## src/rv32i_pkg.sv

```systemverilog
`default_nettype none

package rv32i_pkg;

    localparam int XLEN = 32;
    localparam int REG_COUNT = 32;
    localparam int REG_IDX_W = $clog2(REG_COUNT);

    typedef logic [XLEN-1:0] word_t;
    typedef logic [31:0] instr_t;
    typedef logic [REG_IDX_W-1:0] reg_idx_t;

    localparam word_t RESET_PC = 32'h0000_0000;

    // major opcodes, bits [6:0]
    localparam logic [6:0] OP_LOAD = 7'b000_0011;
    localparam logic [6:0] OP_STORE = 7'b010_0011;
    localparam logic [6:0] OP_OP_IMM = 7'b001_0011;
    localparam logic [6:0] OP_OP = 7'b011_0011;
    localparam logic [6:0] OP_LUI = 7'b011_0111;
    localparam logic [6:0] OP_AUIPC = 7'b001_0111;
    localparam logic [6:0] OP_BRANCH = 7'b110_0011;
    localparam logic [6:0] OP_JAL = 7'b110_1111;
    localparam logic [6:0] OP_JALR = 7'b110_0111;

    localparam logic [2:0] F3_BEQ = 3'd0;
    localparam logic [2:0] F3_BNE = 3'd1;
    localparam logic [2:0] F3_BLT = 3'd4;
    localparam logic [2:0] F3_BGE = 3'd5;
    localparam logic [2:0] F3_BLTU = 3'd6;
    localparam logic [2:0] F3_BGEU = 3'd7;

    localparam logic [2:0] F3_LW = 3'd2;
    localparam logic [2:0] F3_SW = 3'd2;
    localparam logic [2:0] F3_JALR = 3'd0;

    localparam logic [2:0] F3_ADD_SUB = 3'd0;
    localparam logic [2:0] F3_SLL = 3'd1;
    localparam logic [2:0] F3_SLT = 3'd2;
    localparam logic [2:0] F3_SLTU = 3'd3;
    localparam logic [2:0] F3_XOR = 3'd4;
    localparam logic [2:0] F3_SR = 3'd5;   // srl or sra
    localparam logic [2:0] F3_OR = 3'd6;
    localparam logic [2:0] F3_AND = 3'd7;

    localparam logic [6:0] IMM7_ALT = 7'h20;   // sub, sra

    typedef enum logic [3:0] {
        alu_add, alu_sub, alu_sll, alu_slt, alu_sltu, alu_xor,
        alu_srl, alu_sra, alu_or, alu_and, alu_pass_b
    } alu_op_e;

    typedef enum logic [1:0] {
        st_boot, st_run, st_load_wb
    } ctrl_state_e;

    typedef struct packed {
        reg_idx_t rd;
        reg_idx_t rs1;
        reg_idx_t rs2;
        word_t imm;
        alu_op_e alu_op;
        logic [2:0] funct3;
        logic use_imm;    // alu b from imm
        logic use_pc;     // alu a from pc
        logic wr_rd;
        logic is_load;
        logic is_store;
        logic is_branch;
        logic is_jal;
        logic is_jalr;
        logic illegal;
    } decoded_t;

endpackage

`default_nettype wire

```

## src/instr_decoder.sv

```systemverilog
`timescale 1ns/1ns
`default_nettype none

module instr_decoder import rv32i_pkg::*; (
    input wire instr_t instr,
    output decoded_t dec
);

    logic [6:0] opcode;
    logic [2:0] funct3;
    logic [6:0] imm7;
    word_t imm_i;
    word_t imm_s;
    word_t imm_b;
    word_t imm_u;
    word_t imm_j;
    logic legal;

    assign opcode = instr[6:0];
    assign funct3 = instr[14:12];
    assign imm7 = instr[31:25];

    assign imm_i = {{20{instr[31]}}, instr[31:20]};
    assign imm_s = {{20{instr[31]}}, instr[31:25], instr[11:7]};
    assign imm_b = {{19{instr[31]}}, instr[31], instr[7], instr[30:25], instr[11:8], 1'b0};
    assign imm_u = {instr[31:12], 12'h000};
    assign imm_j = {{11{instr[31]}}, instr[31], instr[19:12], instr[20], instr[30:21], 1'b0};

    function automatic alu_op_e alu_from_f3(input logic [2:0] f3, input logic alt);
        case (f3)
            F3_ADD_SUB: alu_from_f3 = alt ? alu_sub : alu_add;
            F3_SLL: alu_from_f3 = alu_sll;
            F3_SLT: alu_from_f3 = alu_slt;
            F3_SLTU: alu_from_f3 = alu_sltu;
            F3_XOR: alu_from_f3 = alu_xor;
            F3_SR: alu_from_f3 = alt ? alu_sra : alu_srl;
            F3_OR: alu_from_f3 = alu_or;
            F3_AND: alu_from_f3 = alu_and;
            default: alu_from_f3 = alu_add;
        endcase
    endfunction

    always_comb begin
        dec = '0;
        dec.rd = instr[11:7];
        dec.rs1 = instr[19:15];
        dec.rs2 = instr[24:20];
        dec.funct3 = funct3;
        dec.alu_op = alu_add;   // address adder for loads and stores
        legal = 1'b1;
        case (opcode)
            OP_LUI: begin
                dec.imm = imm_u;
                dec.use_imm = 1'b1;
                dec.alu_op = alu_pass_b;
                dec.wr_rd = 1'b1;
            end
            OP_AUIPC: begin
                dec.imm = imm_u;
                dec.use_imm = 1'b1;
                dec.use_pc = 1'b1;
                dec.wr_rd = 1'b1;
            end
            OP_JAL: begin
                dec.imm = imm_j;
                dec.is_jal = 1'b1;
                dec.wr_rd = 1'b1;
            end
            OP_JALR: begin
                dec.imm = imm_i;
                dec.is_jalr = 1'b1;
                dec.wr_rd = 1'b1;
                legal = funct3 == F3_JALR;
            end
            OP_BRANCH: begin
                dec.imm = imm_b;
                dec.is_branch = 1'b1;
                legal = funct3 inside {F3_BEQ, F3_BNE, F3_BLT, F3_BGE, F3_BLTU, F3_BGEU};
            end
            OP_LOAD: begin
                dec.imm = imm_i;
                dec.use_imm = 1'b1;
                dec.is_load = 1'b1;
                dec.wr_rd = 1'b1;
                legal = funct3 == F3_LW;
            end
            OP_STORE: begin
                dec.imm = imm_s;
                dec.use_imm = 1'b1;
                dec.is_store = 1'b1;
                legal = funct3 == F3_SW;
            end
            OP_OP_IMM: begin
                dec.imm = imm_i;
                dec.use_imm = 1'b1;
                dec.wr_rd = 1'b1;
                // only srai reads imm7 as a selector
                dec.alu_op = alu_from_f3(funct3, funct3 == F3_SR && imm7 == IMM7_ALT);
                if (funct3 == F3_SLL) begin
                    legal = imm7 == 7'h00;
                end else if (funct3 == F3_SR) begin
                    legal = imm7 == 7'h00 || imm7 == IMM7_ALT;
                end
            end
            OP_OP: begin
                dec.wr_rd = 1'b1;
                dec.alu_op = alu_from_f3(funct3, imm7 == IMM7_ALT);
                legal = imm7 == 7'h00 ||
                    (imm7 == IMM7_ALT && funct3 inside {F3_ADD_SUB, F3_SR});
            end
            default: legal = 1'b0;
        endcase
        if (!legal) begin   // retires as a no-op
            dec.illegal = 1'b1;
            dec.wr_rd = 1'b0;
            dec.is_load = 1'b0;
            dec.is_store = 1'b0;
            dec.is_branch = 1'b0;
            dec.is_jal = 1'b0;
            dec.is_jalr = 1'b0;
        end
    end

endmodule

`default_nettype wire

```

## src/alu.sv

```systemverilog
`timescale 1ns/1ns
`default_nettype none

module alu import rv32i_pkg::*; (
    input wire alu_op_e op,
    input wire word_t a,
    input wire word_t b,
    output word_t result
);

    logic [4:0] shamt;

    assign shamt = b[4:0];   // low five bits only

    always_comb begin
        case (op)
            alu_add: result = a + b;
            alu_sub: result = a - b;
            alu_sll: result = a << shamt;
            alu_slt: result = word_t'($signed(a) < $signed(b));
            alu_sltu: result = word_t'(a < b);
            alu_xor: result = a ^ b;
            alu_srl: result = a >> shamt;
            alu_sra: result = word_t'($signed(a) >>> shamt);
            alu_or: result = a | b;
            alu_and: result = a & b;
            alu_pass_b: result = b;   // lui
            default: result = a + b;
        endcase
    end

endmodule

`default_nettype wire

```

## src/register_file.sv

```systemverilog
`timescale 1ns/1ns
`default_nettype none

module register_file import rv32i_pkg::*; (
    input wire clock,
    input wire reset,
    input wire reg_idx_t rs1,
    input wire reg_idx_t rs2,
    input wire reg_idx_t wr_idx,
    input wire logic wr_en,
    input wire word_t wr_data,
    output word_t rs1_data,
    output word_t rs2_data
);

    word_t regs [0:REG_COUNT-1];

    always_ff @(posedge clock or posedge reset) begin
        if (reset) begin
            for (int i = 0; i < REG_COUNT; i++) begin
                regs[i] <= '0;
            end
        end else if (wr_en && wr_idx != '0) begin
            regs[wr_idx] <= wr_data;
        end
    end

    assign rs1_data = (rs1 == '0) ? '0 : regs[rs1];
    assign rs2_data = (rs2 == '0) ? '0 : regs[rs2];

    // core gates x0 destinations before they reach the port
    a_no_x0_write: assert property (
        @(posedge clock) disable iff (reset) wr_en |-> wr_idx != '0
    ) else $error("register write enabled for x0");

endmodule

`default_nettype wire

```

## src/program_counter.sv

```systemverilog
`timescale 1ns/1ns
`default_nettype none

module program_counter import rv32i_pkg::*; (
    input wire clock,
    input wire reset,
    input wire decoded_t dec,
    input wire word_t rs1_data,
    input wire word_t rs2_data,
    input wire logic hold,
    input wire logic booting,
    output word_t pc,
    output word_t pc_next
);

    logic taken;
    word_t pc_plus_4;
    word_t rel_target;
    word_t jalr_sum;

    assign pc_plus_4 = pc + word_t'(4);
    assign rel_target = pc + dec.imm;   // jal and branches
    assign jalr_sum = rs1_data + dec.imm;

    always_comb begin
        case (dec.funct3)
            F3_BEQ: taken = rs1_data == rs2_data;
            F3_BNE: taken = rs1_data != rs2_data;
            F3_BLT: taken = $signed(rs1_data) < $signed(rs2_data);
            F3_BGE: taken = $signed(rs1_data) >= $signed(rs2_data);
            F3_BLTU: taken = rs1_data < rs2_data;
            F3_BGEU: taken = rs1_data >= rs2_data;
            default: taken = 1'b0;
        endcase
    end

    always_comb begin
        if (booting) begin
            pc_next = RESET_PC;
        end else if (hold) begin
            pc_next = pc;   // refetch stalled instr
        end else if (dec.is_jalr) begin
            pc_next = {jalr_sum[XLEN-1:1], 1'b0};
        end else if (dec.is_jal || (dec.is_branch && taken)) begin
            pc_next = rel_target;
        end else begin
            pc_next = pc_plus_4;
        end
    end

    always_ff @(posedge clock or posedge reset) begin
        if (reset) begin
            pc <= RESET_PC;
        end else begin
            pc <= pc_next;
        end
    end

    a_pc_aligned: assert property (
        @(posedge clock) disable iff (reset) pc_next[1:0] == 2'b00
    ) else $error("pc_next not word aligned: %h", pc_next);

endmodule

`default_nettype wire

```

## src/core_control.sv

```systemverilog
`timescale 1ns/1ns
`default_nettype none

module core_control import rv32i_pkg::*; (
    input wire clock,
    input wire reset,
    input wire decoded_t dec,
    output ctrl_state_e state,
    output logic retire,
    output logic load_wb_en,
    output reg_idx_t load_rd
);

    ctrl_state_e state_next;
    logic uses_load_rd;
    logic port_busy;
    logic hazard;
    logic starts_load;

    assign load_wb_en = state == st_load_wb;

    assign uses_load_rd = dec.rd == load_rd || dec.rs1 == load_rd || dec.rs2 == load_rd;
    // load data owns the write port this cycle
    assign port_busy = dec.wr_rd && !dec.is_load && dec.rd != '0;
    assign hazard = load_wb_en && (uses_load_rd || port_busy);

    assign retire = state != st_boot && !hazard;
    assign starts_load = retire && dec.is_load && dec.rd != '0;

    always_comb begin
        case (state)
            st_boot: state_next = st_run;
            st_run: state_next = starts_load ? st_load_wb : st_run;
            // a hazard leaves after the bubble while the load is written
            st_load_wb: state_next = starts_load ? st_load_wb : st_run;
            default: state_next = st_boot;
        endcase
    end

    always_ff @(posedge clock or posedge reset) begin
        if (reset) begin
            state <= st_boot;
            load_rd <= '0;
        end else begin
            state <= state_next;
            if (starts_load) begin
                load_rd <= dec.rd;
            end
        end
    end

    // stalled instruction comes back unchanged and retires next cycle
    a_bubble_once: assert property (
        @(posedge clock) disable iff (reset)
        (load_wb_en && !retire) |=> (retire && $stable(dec))
    ) else $error("stalled instruction not retired unchanged after one bubble");

endmodule

`default_nettype wire

```

## src/rv32i_core.sv

```systemverilog
`timescale 1ns/1ns
`default_nettype none

module rv32i_core import rv32i_pkg::*; (
    input wire clock,
    input wire reset,
    input wire instr_t pm_data,
    input wire word_t dm_rdata,
    output word_t pm_address,
    output word_t dm_address,
    output word_t dm_wdata,
    output logic dm_write,
    output logic dm_read,
    output logic illegal_instr
);

    decoded_t dec;
    ctrl_state_e state;
    logic retire;
    logic load_wb_en;
    reg_idx_t load_rd;
    logic hold;
    logic booting;
    word_t rs1_data;
    word_t rs2_data;
    word_t alu_a;
    word_t alu_b;
    word_t alu_result;
    word_t pc;
    word_t pc_next;
    word_t link;
    reg_idx_t wr_idx;
    logic wr_en;
    word_t wr_data;

    instr_decoder instr_decoder_inst (.instr(pm_data), .dec(dec));

    core_control core_control_inst (
        .clock(clock), .reset(reset), .dec(dec), .state(state),
        .retire(retire), .load_wb_en(load_wb_en), .load_rd(load_rd)
    );

    register_file register_file_inst (
        .clock(clock), .reset(reset), .rs1(dec.rs1), .rs2(dec.rs2),
        .wr_idx(wr_idx), .wr_en(wr_en), .wr_data(wr_data),
        .rs1_data(rs1_data), .rs2_data(rs2_data)
    );

    assign alu_a = dec.use_pc ? pc : rs1_data;
    assign alu_b = dec.use_imm ? dec.imm : rs2_data;

    alu alu_inst (.op(dec.alu_op), .a(alu_a), .b(alu_b), .result(alu_result));

    assign hold = !retire;
    assign booting = state == st_boot;

    program_counter program_counter_inst (
        .clock(clock), .reset(reset), .dec(dec), .rs1_data(rs1_data),
        .rs2_data(rs2_data), .hold(hold), .booting(booting),
        .pc(pc), .pc_next(pc_next)
    );

    assign pm_address = pc_next;
    assign dm_address = alu_result;   // rs1 + imm
    assign dm_wdata = rs2_data;
    assign dm_write = retire && dec.is_store;
    assign dm_read = retire && dec.is_load;
    assign illegal_instr = retire && dec.illegal;

    assign link = pc + word_t'(4);

    always_comb begin
        if (load_wb_en) begin
            wr_idx = load_rd;
            wr_data = dm_rdata;
            wr_en = 1'b1;
        end else begin
            wr_idx = dec.rd;
            wr_data = (dec.is_jal || dec.is_jalr) ? link : alu_result;
            wr_en = retire && dec.wr_rd && !dec.is_load && dec.rd != '0;
        end
    end

    a_one_strobe: assert property (
        @(posedge clock) disable iff (reset) !(dm_write && dm_read)
    ) else $error("dm_write and dm_read high together");

endmodule

`default_nettype wire

```

## config.mk

```make
export PLATFORM = sky130hd
export DESIGN_NAME = rv32i_core
export DESIGN_NICKNAME = d
export VERILOG_FILES = /design/src/rv32i_pkg.sv /design/src/instr_decoder.sv /design/src/alu.sv /design/src/register_file.sv /design/src/program_counter.sv /design/src/core_control.sv /design/src/rv32i_core.sv
export SDC_FILE = /design/constraint.sdc
export NUM_CORES = 2
export LEC_CHECK = 0
export ABC_CLOCK_PERIOD_IN_PS = 44500
export BUFFER_PORTS_ARGS = -buffer_cell sky130_fd_sc_hd__buf_2
export CAP_MARGIN = 20
export CORE_MARGIN = 10
export CORE_UTILIZATION = 41
export DETAILED_ROUTE_END_ITERATION = 10
export HOLD_SLACK_MARGIN = 0.1
export MAX_ROUTING_LAYER = met4
export PLACE_DENSITY_LB_ADDON = 0.08
export SYNTH_ARGS = -nofsm -noshare
export SYNTH_HDL_FRONTEND = slang
export SYNTH_SLANG_ARGS = --single-unit
```

## constraint.sdc

```tcl
create_clock -name clock -period 44.5 [get_ports clock]
set_input_delay 8.9 -clock clock [delete_from_list [all_inputs] [get_ports clock]]
set_output_delay 8.9 -clock clock [all_outputs]
set_load 0.01 [all_outputs]
```

# --- Yosys cells after proc, flatten, opt, wreduce, memory -nomap -nowiden ---
# Index checks and enable logic that the tools add are counted.
# Widths: inputs -> output; s select.
word_totals:
  elab_cells: 180
  reg_bits: 1063
  out_inout_bits: 99
  inputBits: 66
op_classes:
  mux: 45
  shifts: 3
  n_bitwise: 6
  n_lt_le_gt_ge: 10
  n_eq_ne: 34
  addsub: 5
  n_reduce_logical: 42
op_table:
  columns: ["op", "n"]
  rows:
  - ["$bwmux 1024", 1]
  - ["$mux 32", 15]
  - ["$bmux 32 s5", 2]
  - ["$pmux 32 s10", 1]
  - ["$demux 32 s5", 1]
  - ["$pmux 32 s5", 1]
  - ["$lt 32x32->1", 4]
  - ["$add 32x32->32", 3]
  - ["$ge 32x32->1", 2]
  - ["$pmux 4 s8", 2]
  - ["$add 32x3->32 const B", 1]
  - ["$and 32x32->32", 1]
  - ["$eq 32x32->1", 1]
  - ["$ne 32x32->1", 1]
  - ["$or 32x32->32", 1]
  - ["$shl 32x5->32", 1]
  - ["$shr 32x5->32", 1]
  - ["$sshr 32x5->32", 1]
  - ["$sub 32x32->32", 1]
  - ["$xor 32x32->32", 1]
  - ["$eq 7x6->1 const B", 4]
  - ["$eq 7x7->1 const B", 3]
  - ["$ge 6x6->1 const B", 3]
  - ["$not 5->6", 3]
  - ["34 further kinds", 90]

# --- Depth between registers and ports, before layout ---
logic_depth:
  word_depth: 18
  mapped_depth: 32
  depth_no_buf: 21

# --- Cells and area by module ---
# A second synthesis with hierarchy kept.
unflattened:
  cells_unflattened: 6301
  hier_area_um2: 74141.1
modules_own_cells:
  columns: ["mod", "seq_area_each_um2", "area_each_um2", "cells_per_inst", "n_inst"]
  rows:
  - ["register_file", 25624.6, 54732.5, 3692, 1]
  - ["alu", 0.0, 9420.3, 1286, 1]
  - ["program_counter", 800.8, 6399.9, 844, 1]
  - ["rv32i_core", 0.0, 2184.6, 291, 1]
  - ["instr_decoder", 0.0, 862.1, 131, 1]
  - ["core_control", 175.2, 541.8, 57, 1]

# --- Worst setup path before layout ---
# OpenSTA, ideal clock, no wires.
synth_timing:
  kind: "in2out"
  startpoint: "input pm_data[20]"
  endpoint: "output pm_address[24]"
  path_stages: 26
  path_buffers: 10
  arrival_ps: 15826
  setup_slack_ps: 19774
  t_required_ps: 35600
  cell_sequence: "buf_6 buf_6 buf_6 buf_6 buf_6 buf_4 buf_2 buf_2 buf_1 mux4_2 mux4_2 mux2_2 nand2_1 ha_1 and3_1 a221o_1 a221oi_1 a31oi_1 o311a_1 or4_1 o21ai_1 clkbuf_1 o21ai_0 o22ai_1 nand2_1 a311oi_1"
synth_via:
  elab_chain_len: 13
  elab_cells_between_ends: 28
  cone_classes: "add/sub (2); order compare (4); eq/ne (3); mux (10); bitwise (1); reduce/logical (8)"
synth_lines:
  columns: ["item", "line", "source"]
  rows:
  - ["start: declaration", "rv32i_core.sv:7", "input wire instr_t pm_data,"]
  - ["$not 5->6 (implied by the code)", "register_file.sv:29", "assign rs2_data = (rs2 == '0) ? '0 : regs[rs2];"]
  - ["$bmux 32 s5", "register_file.sv:29", null]
  - ["$mux 32 (implied by the code) (2 in a row)", "register_file.sv:29", null]
  - ["$mux 32", "register_file.sv:29", null]
  - ["$ge 32x32->1, or another cell as far along", "program_counter.sv:32", "F3_BGEU: taken = rs1_data >= rs2_data;"]
  - ["$pmux 1 s6", "program_counter.sv:26", "case (dec.funct3)"]
  - ["$logic_and 1x1->1", "program_counter.sv:44", "end else if (dec.is_jal || (dec.is_branch && taken)) begin"]
  - ["$logic_or 1x1->1", "program_counter.sv:44", null]
  - ["$mux 32", "program_counter.sv:44", null]
  - ["$mux 32", "program_counter.sv:42", "end else if (dec.is_jalr) begin"]
  - ["$mux 32 *", "program_counter.sv:40", "end else if (hold) begin"]
  - ["$mux 32 *", "program_counter.sv:38", "if (booting) begin"]
  - ["end: declaration", "rv32i_core.sv:9", "output word_t pm_address,"]
# Mark *: on every way between the ends. The rest lies on a longest branch, timed or not. The select of a mux whose other input is x is not followed.

# --- Worst setup path after layout ---
layout_timing:
  startpoint: "input pm_data[15]"
  endpoint: "output pm_address[24]"
layout_via:
  elab_chain_len: 13
  elab_cells_between_ends: 29
  cone_classes: "add/sub (2); order compare (4); eq/ne (3); mux (10); bitwise (1); reduce/logical (9)"
layout_lines:
  columns: ["item", "line", "source"]
  rows:
  - ["$not 5->6 (implied by the code)", "register_file.sv:28", "assign rs1_data = (rs1 == '0) ? '0 : regs[rs1];"]
  - ["$bmux 32 s5", "register_file.sv:28", null]
  - ["$mux 32 (implied by the code) (2 in a row)", "register_file.sv:28", null]
  - ["$mux 32", "register_file.sv:28", null]
  - ["$ge 32x32->1, or another cell as far along", "program_counter.sv:32", null]
  - ["$pmux 1 s6", "program_counter.sv:26", null]
  - ["$logic_and 1x1->1", "program_counter.sv:44", null]
  - ["$logic_or 1x1->1", "program_counter.sv:44", null]
  - ["$mux 32", "program_counter.sv:44", null]
  - ["$mux 32", "program_counter.sv:42", null]
  - ["$mux 32 *", "program_counter.sv:40", null]
  - ["$mux 32 *", "program_counter.sv:38", null]
# Marks and branches as above.

==> results.py <==
metrics = {
    "route": {
        "drt_iter0_drc": 8725,
        "first_pass_iters": 8,
        "wl_per_cell_microns": 34.23,
        "drc": 0,
        "vias": 67733,
        "vias_per_cell": 6.573,
        "ant_nets": 0,
        "routed_wl_microns": 352700,
    },
    "yosys": {
        "syn_area_per_cell_sq_um": 9.223,
        "synth_area_sq_mm": 0.07407,
        "ys_types": 108,
        "synth-main-ff-cell": "dfrtp_1",
        "synth_top_area_frac": 0.3591,
        "yosys.area.top_type": "dfrtp_1",
        "ys.warnings.count": 0,
        "netlist_instances": 8031,
        "ys_seq_area_frac": 0.3591,
        "synth_area_leaders": "dfrtp_1 36%, mux4_2 11%, mux2i_1 8.5%",
        "synth_edf_count": 0,
        "syn-num-nets": 8295,
        "synth-seq-cells": 1063,
        "async_reset_ff_frac": 1.000,
    },
    "finish": {
        "area_delta_synth_final_pct": 10.21,
        "post-route-util": 0.4560,
        "final_area_sq_mm": 0.08163,
        "drive_above_1_share": 0.1515,
        "final_nets": 8092,
    },
    "cts": {
        "clk_pin_slew_worst_paths_ns": 0.06,
        "cts_tree": "built",
        "clock_latency_ns": 0.82,
        "cts_resized": 0,
        "clockBufferDepth": 3,
        "cts_hold_buf": 0,
        "clockRootBuffer": "clkbuf_16",
        "clock_sinks": 1063,
        "cts.htree.levels": 3,
        "cts_buffers": 121,
        "postCtsSetupBuffers": 0,
    },
    "global_route": {
        "grt_usage": 0.3539,
        "overflow": 0,
        "grt_pass1_vias": 64139,
        "grt_pass1_wl_microns": 498100,
        "grt_busiest_layer": "met2",
        "grt.met1_usage": 0.4707,
        "antenna_found_initial": 29,
        "grt_use_met3": 0.06697,
        "grt_max_degree": 161,
        "use_met2": 0.5232,
    },
    "sta": {
        "fmax_ghz": 0.03533,
        "setup_viol": 0,
        "finalClockSkew_ns": 0.08359,
        "layout_setup_ws_ns": 16.20,
        "tightest_slew_ns": 1.307,
        "rsz0062_at_grt": "no",
        "drv_slew": 0,
        "maxSlewHeadroom": 0.1205,
        "hold_viol_final": 0,
        "tns_ns": 0,
        "fin_crit_sh": 0.6360,
        "period_minus_slack_ns": 28.30,
    },
    "floorplan": {
        "fp.coreArea_sq_mm": 0.1790,
        "die_h_microns": 445.0,
        "start_util": 0.4138,
        "num_io_pins": 165,
        "die_area_sq_mm": 0.1981,
        "die_x_microns": 445.0,
        "fp-row-count": 155,
    },
    "place": {
        "dp_hpwl_microns": 243900,
        "routabilityCongestion": 1.049,
        "dp_slack_ns": 16.28,
        "port_buffers": 164,
        "placed_cell_area_sq_mm": 0.07739,
    },
    "setup_path": {
        "required_ns": 35.60,
        "crit_arrival_ns": 19.40,
        "cp_max_fo": 69,
        "crit_type": "input port to output pin",
        "start_kind": "input port",
        "cp-end-kind": "output pin",
    },
    "job": {
        "maxCapViolCount": 0,
    },
    "power": {
        "ir_worst_vdd_mv": 0.03480,
        "power.density_mw_per_mm2": 34.25,
        "power_leakage_uw": 0.03575,
    },
    "status": {
        "outcome": "completed",
    },
    "worst_hold_path": {
        "holdCritPathClass": "flip-flop to flip-flop",
    },
}
[placed cells by master, fill, tap and decap left out, types with 57 or more instances in the layout]
| cell type | n |
|---|---|
| xnor2_1 | 67 |
| nand3_1 | 79 |
| a31oi_1 | 540 |
| buf_4 | 275 |
| nor2_1 | 911 |
| ha_1 | 193 |
| a21o_1 | 72 |
| mux4_2 | 358 |
| o21ai_0 | 508 |
| mux2i_1 | 628 |
| dfrtp_1 | 1063 |
| nand2_1 | 789 |
| nor3_1 | 75 |
| buf_2 | 162 |
| and2_1 | 80 |
| o31ai_1 | 155 |
| clkbuf_16 | 121 |
| a211oi_1 | 57 |
| inv_1 | 160 |
| a22oi_1 | 234 |
| a21oi_1 | 491 |
[area by class of cell]
class | instances | area, sq um
clock inverters | 31 | 396.6
fillers | 17458 | 97370
diodes | 22 | 55.05
well taps | 2355 | 2947
multi-input cells | 6008 | 43980
repair buffers | 459 | 3393
clock buffers | 191 | 3591
inverters | 175 | 669.4
flip-flops and latches | 1063 | 26600
[registers in the layout, indices dropped and copies added, names as in the netlist]
signal and flops:
register_file_inst.regs 1024, core_control_inst.load_rd 5, program_counter_inst.pc 32, core_control_inst.state 2
[final timing paths]
check	start	endpoint	slack, ns	depth (start not counted)
setup / recovery	pm_data[15]	pm_address[24]	16.20	24
hold / removal	register_file_inst.regs[994]$_DFFE_PP0P_	register_file_inst.regs[994]$_DFFE_PP0P_	0.39	0
setup reg to reg	register_file_inst.regs[65]$_DFFE_PP0P_	register_file_inst.regs[412]$_DFFE_PP0P_	36.47	23
hold reg to reg	register_file_inst.regs[994]$_DFFE_PP0P_	register_file_inst.regs[994]$_DFFE_PP0P_	0.39	0
max in group asynchronous	reset	register_file_inst.regs[910]$_DFFE_PP0P_	32.44	6
min in group asynchronous	reset	register_file_inst.regs[167]$_DFFE_PP0P_	8.20	2
[critical path, cell delays in order]
cell and delay [ns]:
buf_8 0.54, buf_4 0.88, buf_4 0.91, buf_4 0.81
buf_4 0.89, mux2i_1 0.17, a22oi_1 0.24, a21oi_1 0.13
nor4_1 1.03, and2_1 0.37, ha_1 0.29, and3_1 0.16
a221o_1 0.36, a221oi_1 0.38, a31oi_1 0.36, o311a_1 0.39
or4_1 0.52, o21ai_4 0.13, buf_4 0.52, o21ai_0 0.19
o22ai_1 0.18, nand2_1 0.07, a311oi_1 0.32, buf_2 0.19
[cell families (layout without fill, tap and decap cells)]
family / count (synthesis) / in the layout / share of synthesized area
AO/OA/AOI/OAI: 2441 / 2441 / 0.2097
XOR/XNOR: 107 / 107 / 0.01265
adder cells (fa/ha/maj): 198 / 198 / 0.03385
buffers and inverters: 960 / 856 / 0.05651
flip-flops: 1063 / 1063 / 0.3591
multiplexers: 1011 / 1011 / 0.1978
other: 0 / 22 / 0
AND/OR/NAND/NOR: 2251 / 2251 / 0.1304
[Yosys cell counts, types with 22 or more instances]
master / count
nand3_1: 79
and3_1: 27
and2_1: 82
nor2_1: 948
ha_1: 194
buf_6: 27
mux2_2: 22
nor3_1: 80
o31ai_1: 159
o21a_1: 26
mux2i_1: 628
o21ai_0: 514
nor2b_1: 27
o22ai_1: 30
clkbuf_1: 516
inv_1: 161
a31oi_1: 547
a21o_1: 72
mux4_2: 358
a21oi_1: 494
xnor2_1: 67
xor2_1: 40
nand4_1: 29
buf_2: 166
o211ai_1: 45
a211oi_1: 57
a22oi_1: 234
buf_4: 39
nand2_1: 790
nor4_1: 50
or2_2: 23
dfrtp_1: 1063
buf_1: 33
nand2b_1: 45
[report_power, final]
part	total, uW	switching, uW	internal (uW)
Sequential	1030	34.6	993
Clock	1020	446	576
Combinational	745	526	219
[metal layers]
metal  part of all wire  wire length [microns]  up-vias
met5                  0                      0        -
met4              0.055                  19420        0
met3              0.087                  30750      695
met2               0.44                 154800     3453
met1               0.42                 147800    34266
li1                   -                      -    29319
[metrics by stage]
step,total power (uW),hold WS (ns),instances
floorplan,1463,0.4284,8031
global placement,1764,0.3680,10031
detailed placement,1763,0.3712,10048
CTS,2787,0.3851,10270
global route,2882,0.3990,10294
finish,2796,0.3858,10304
Note: power is estimated with default switching activity, not from simulation.
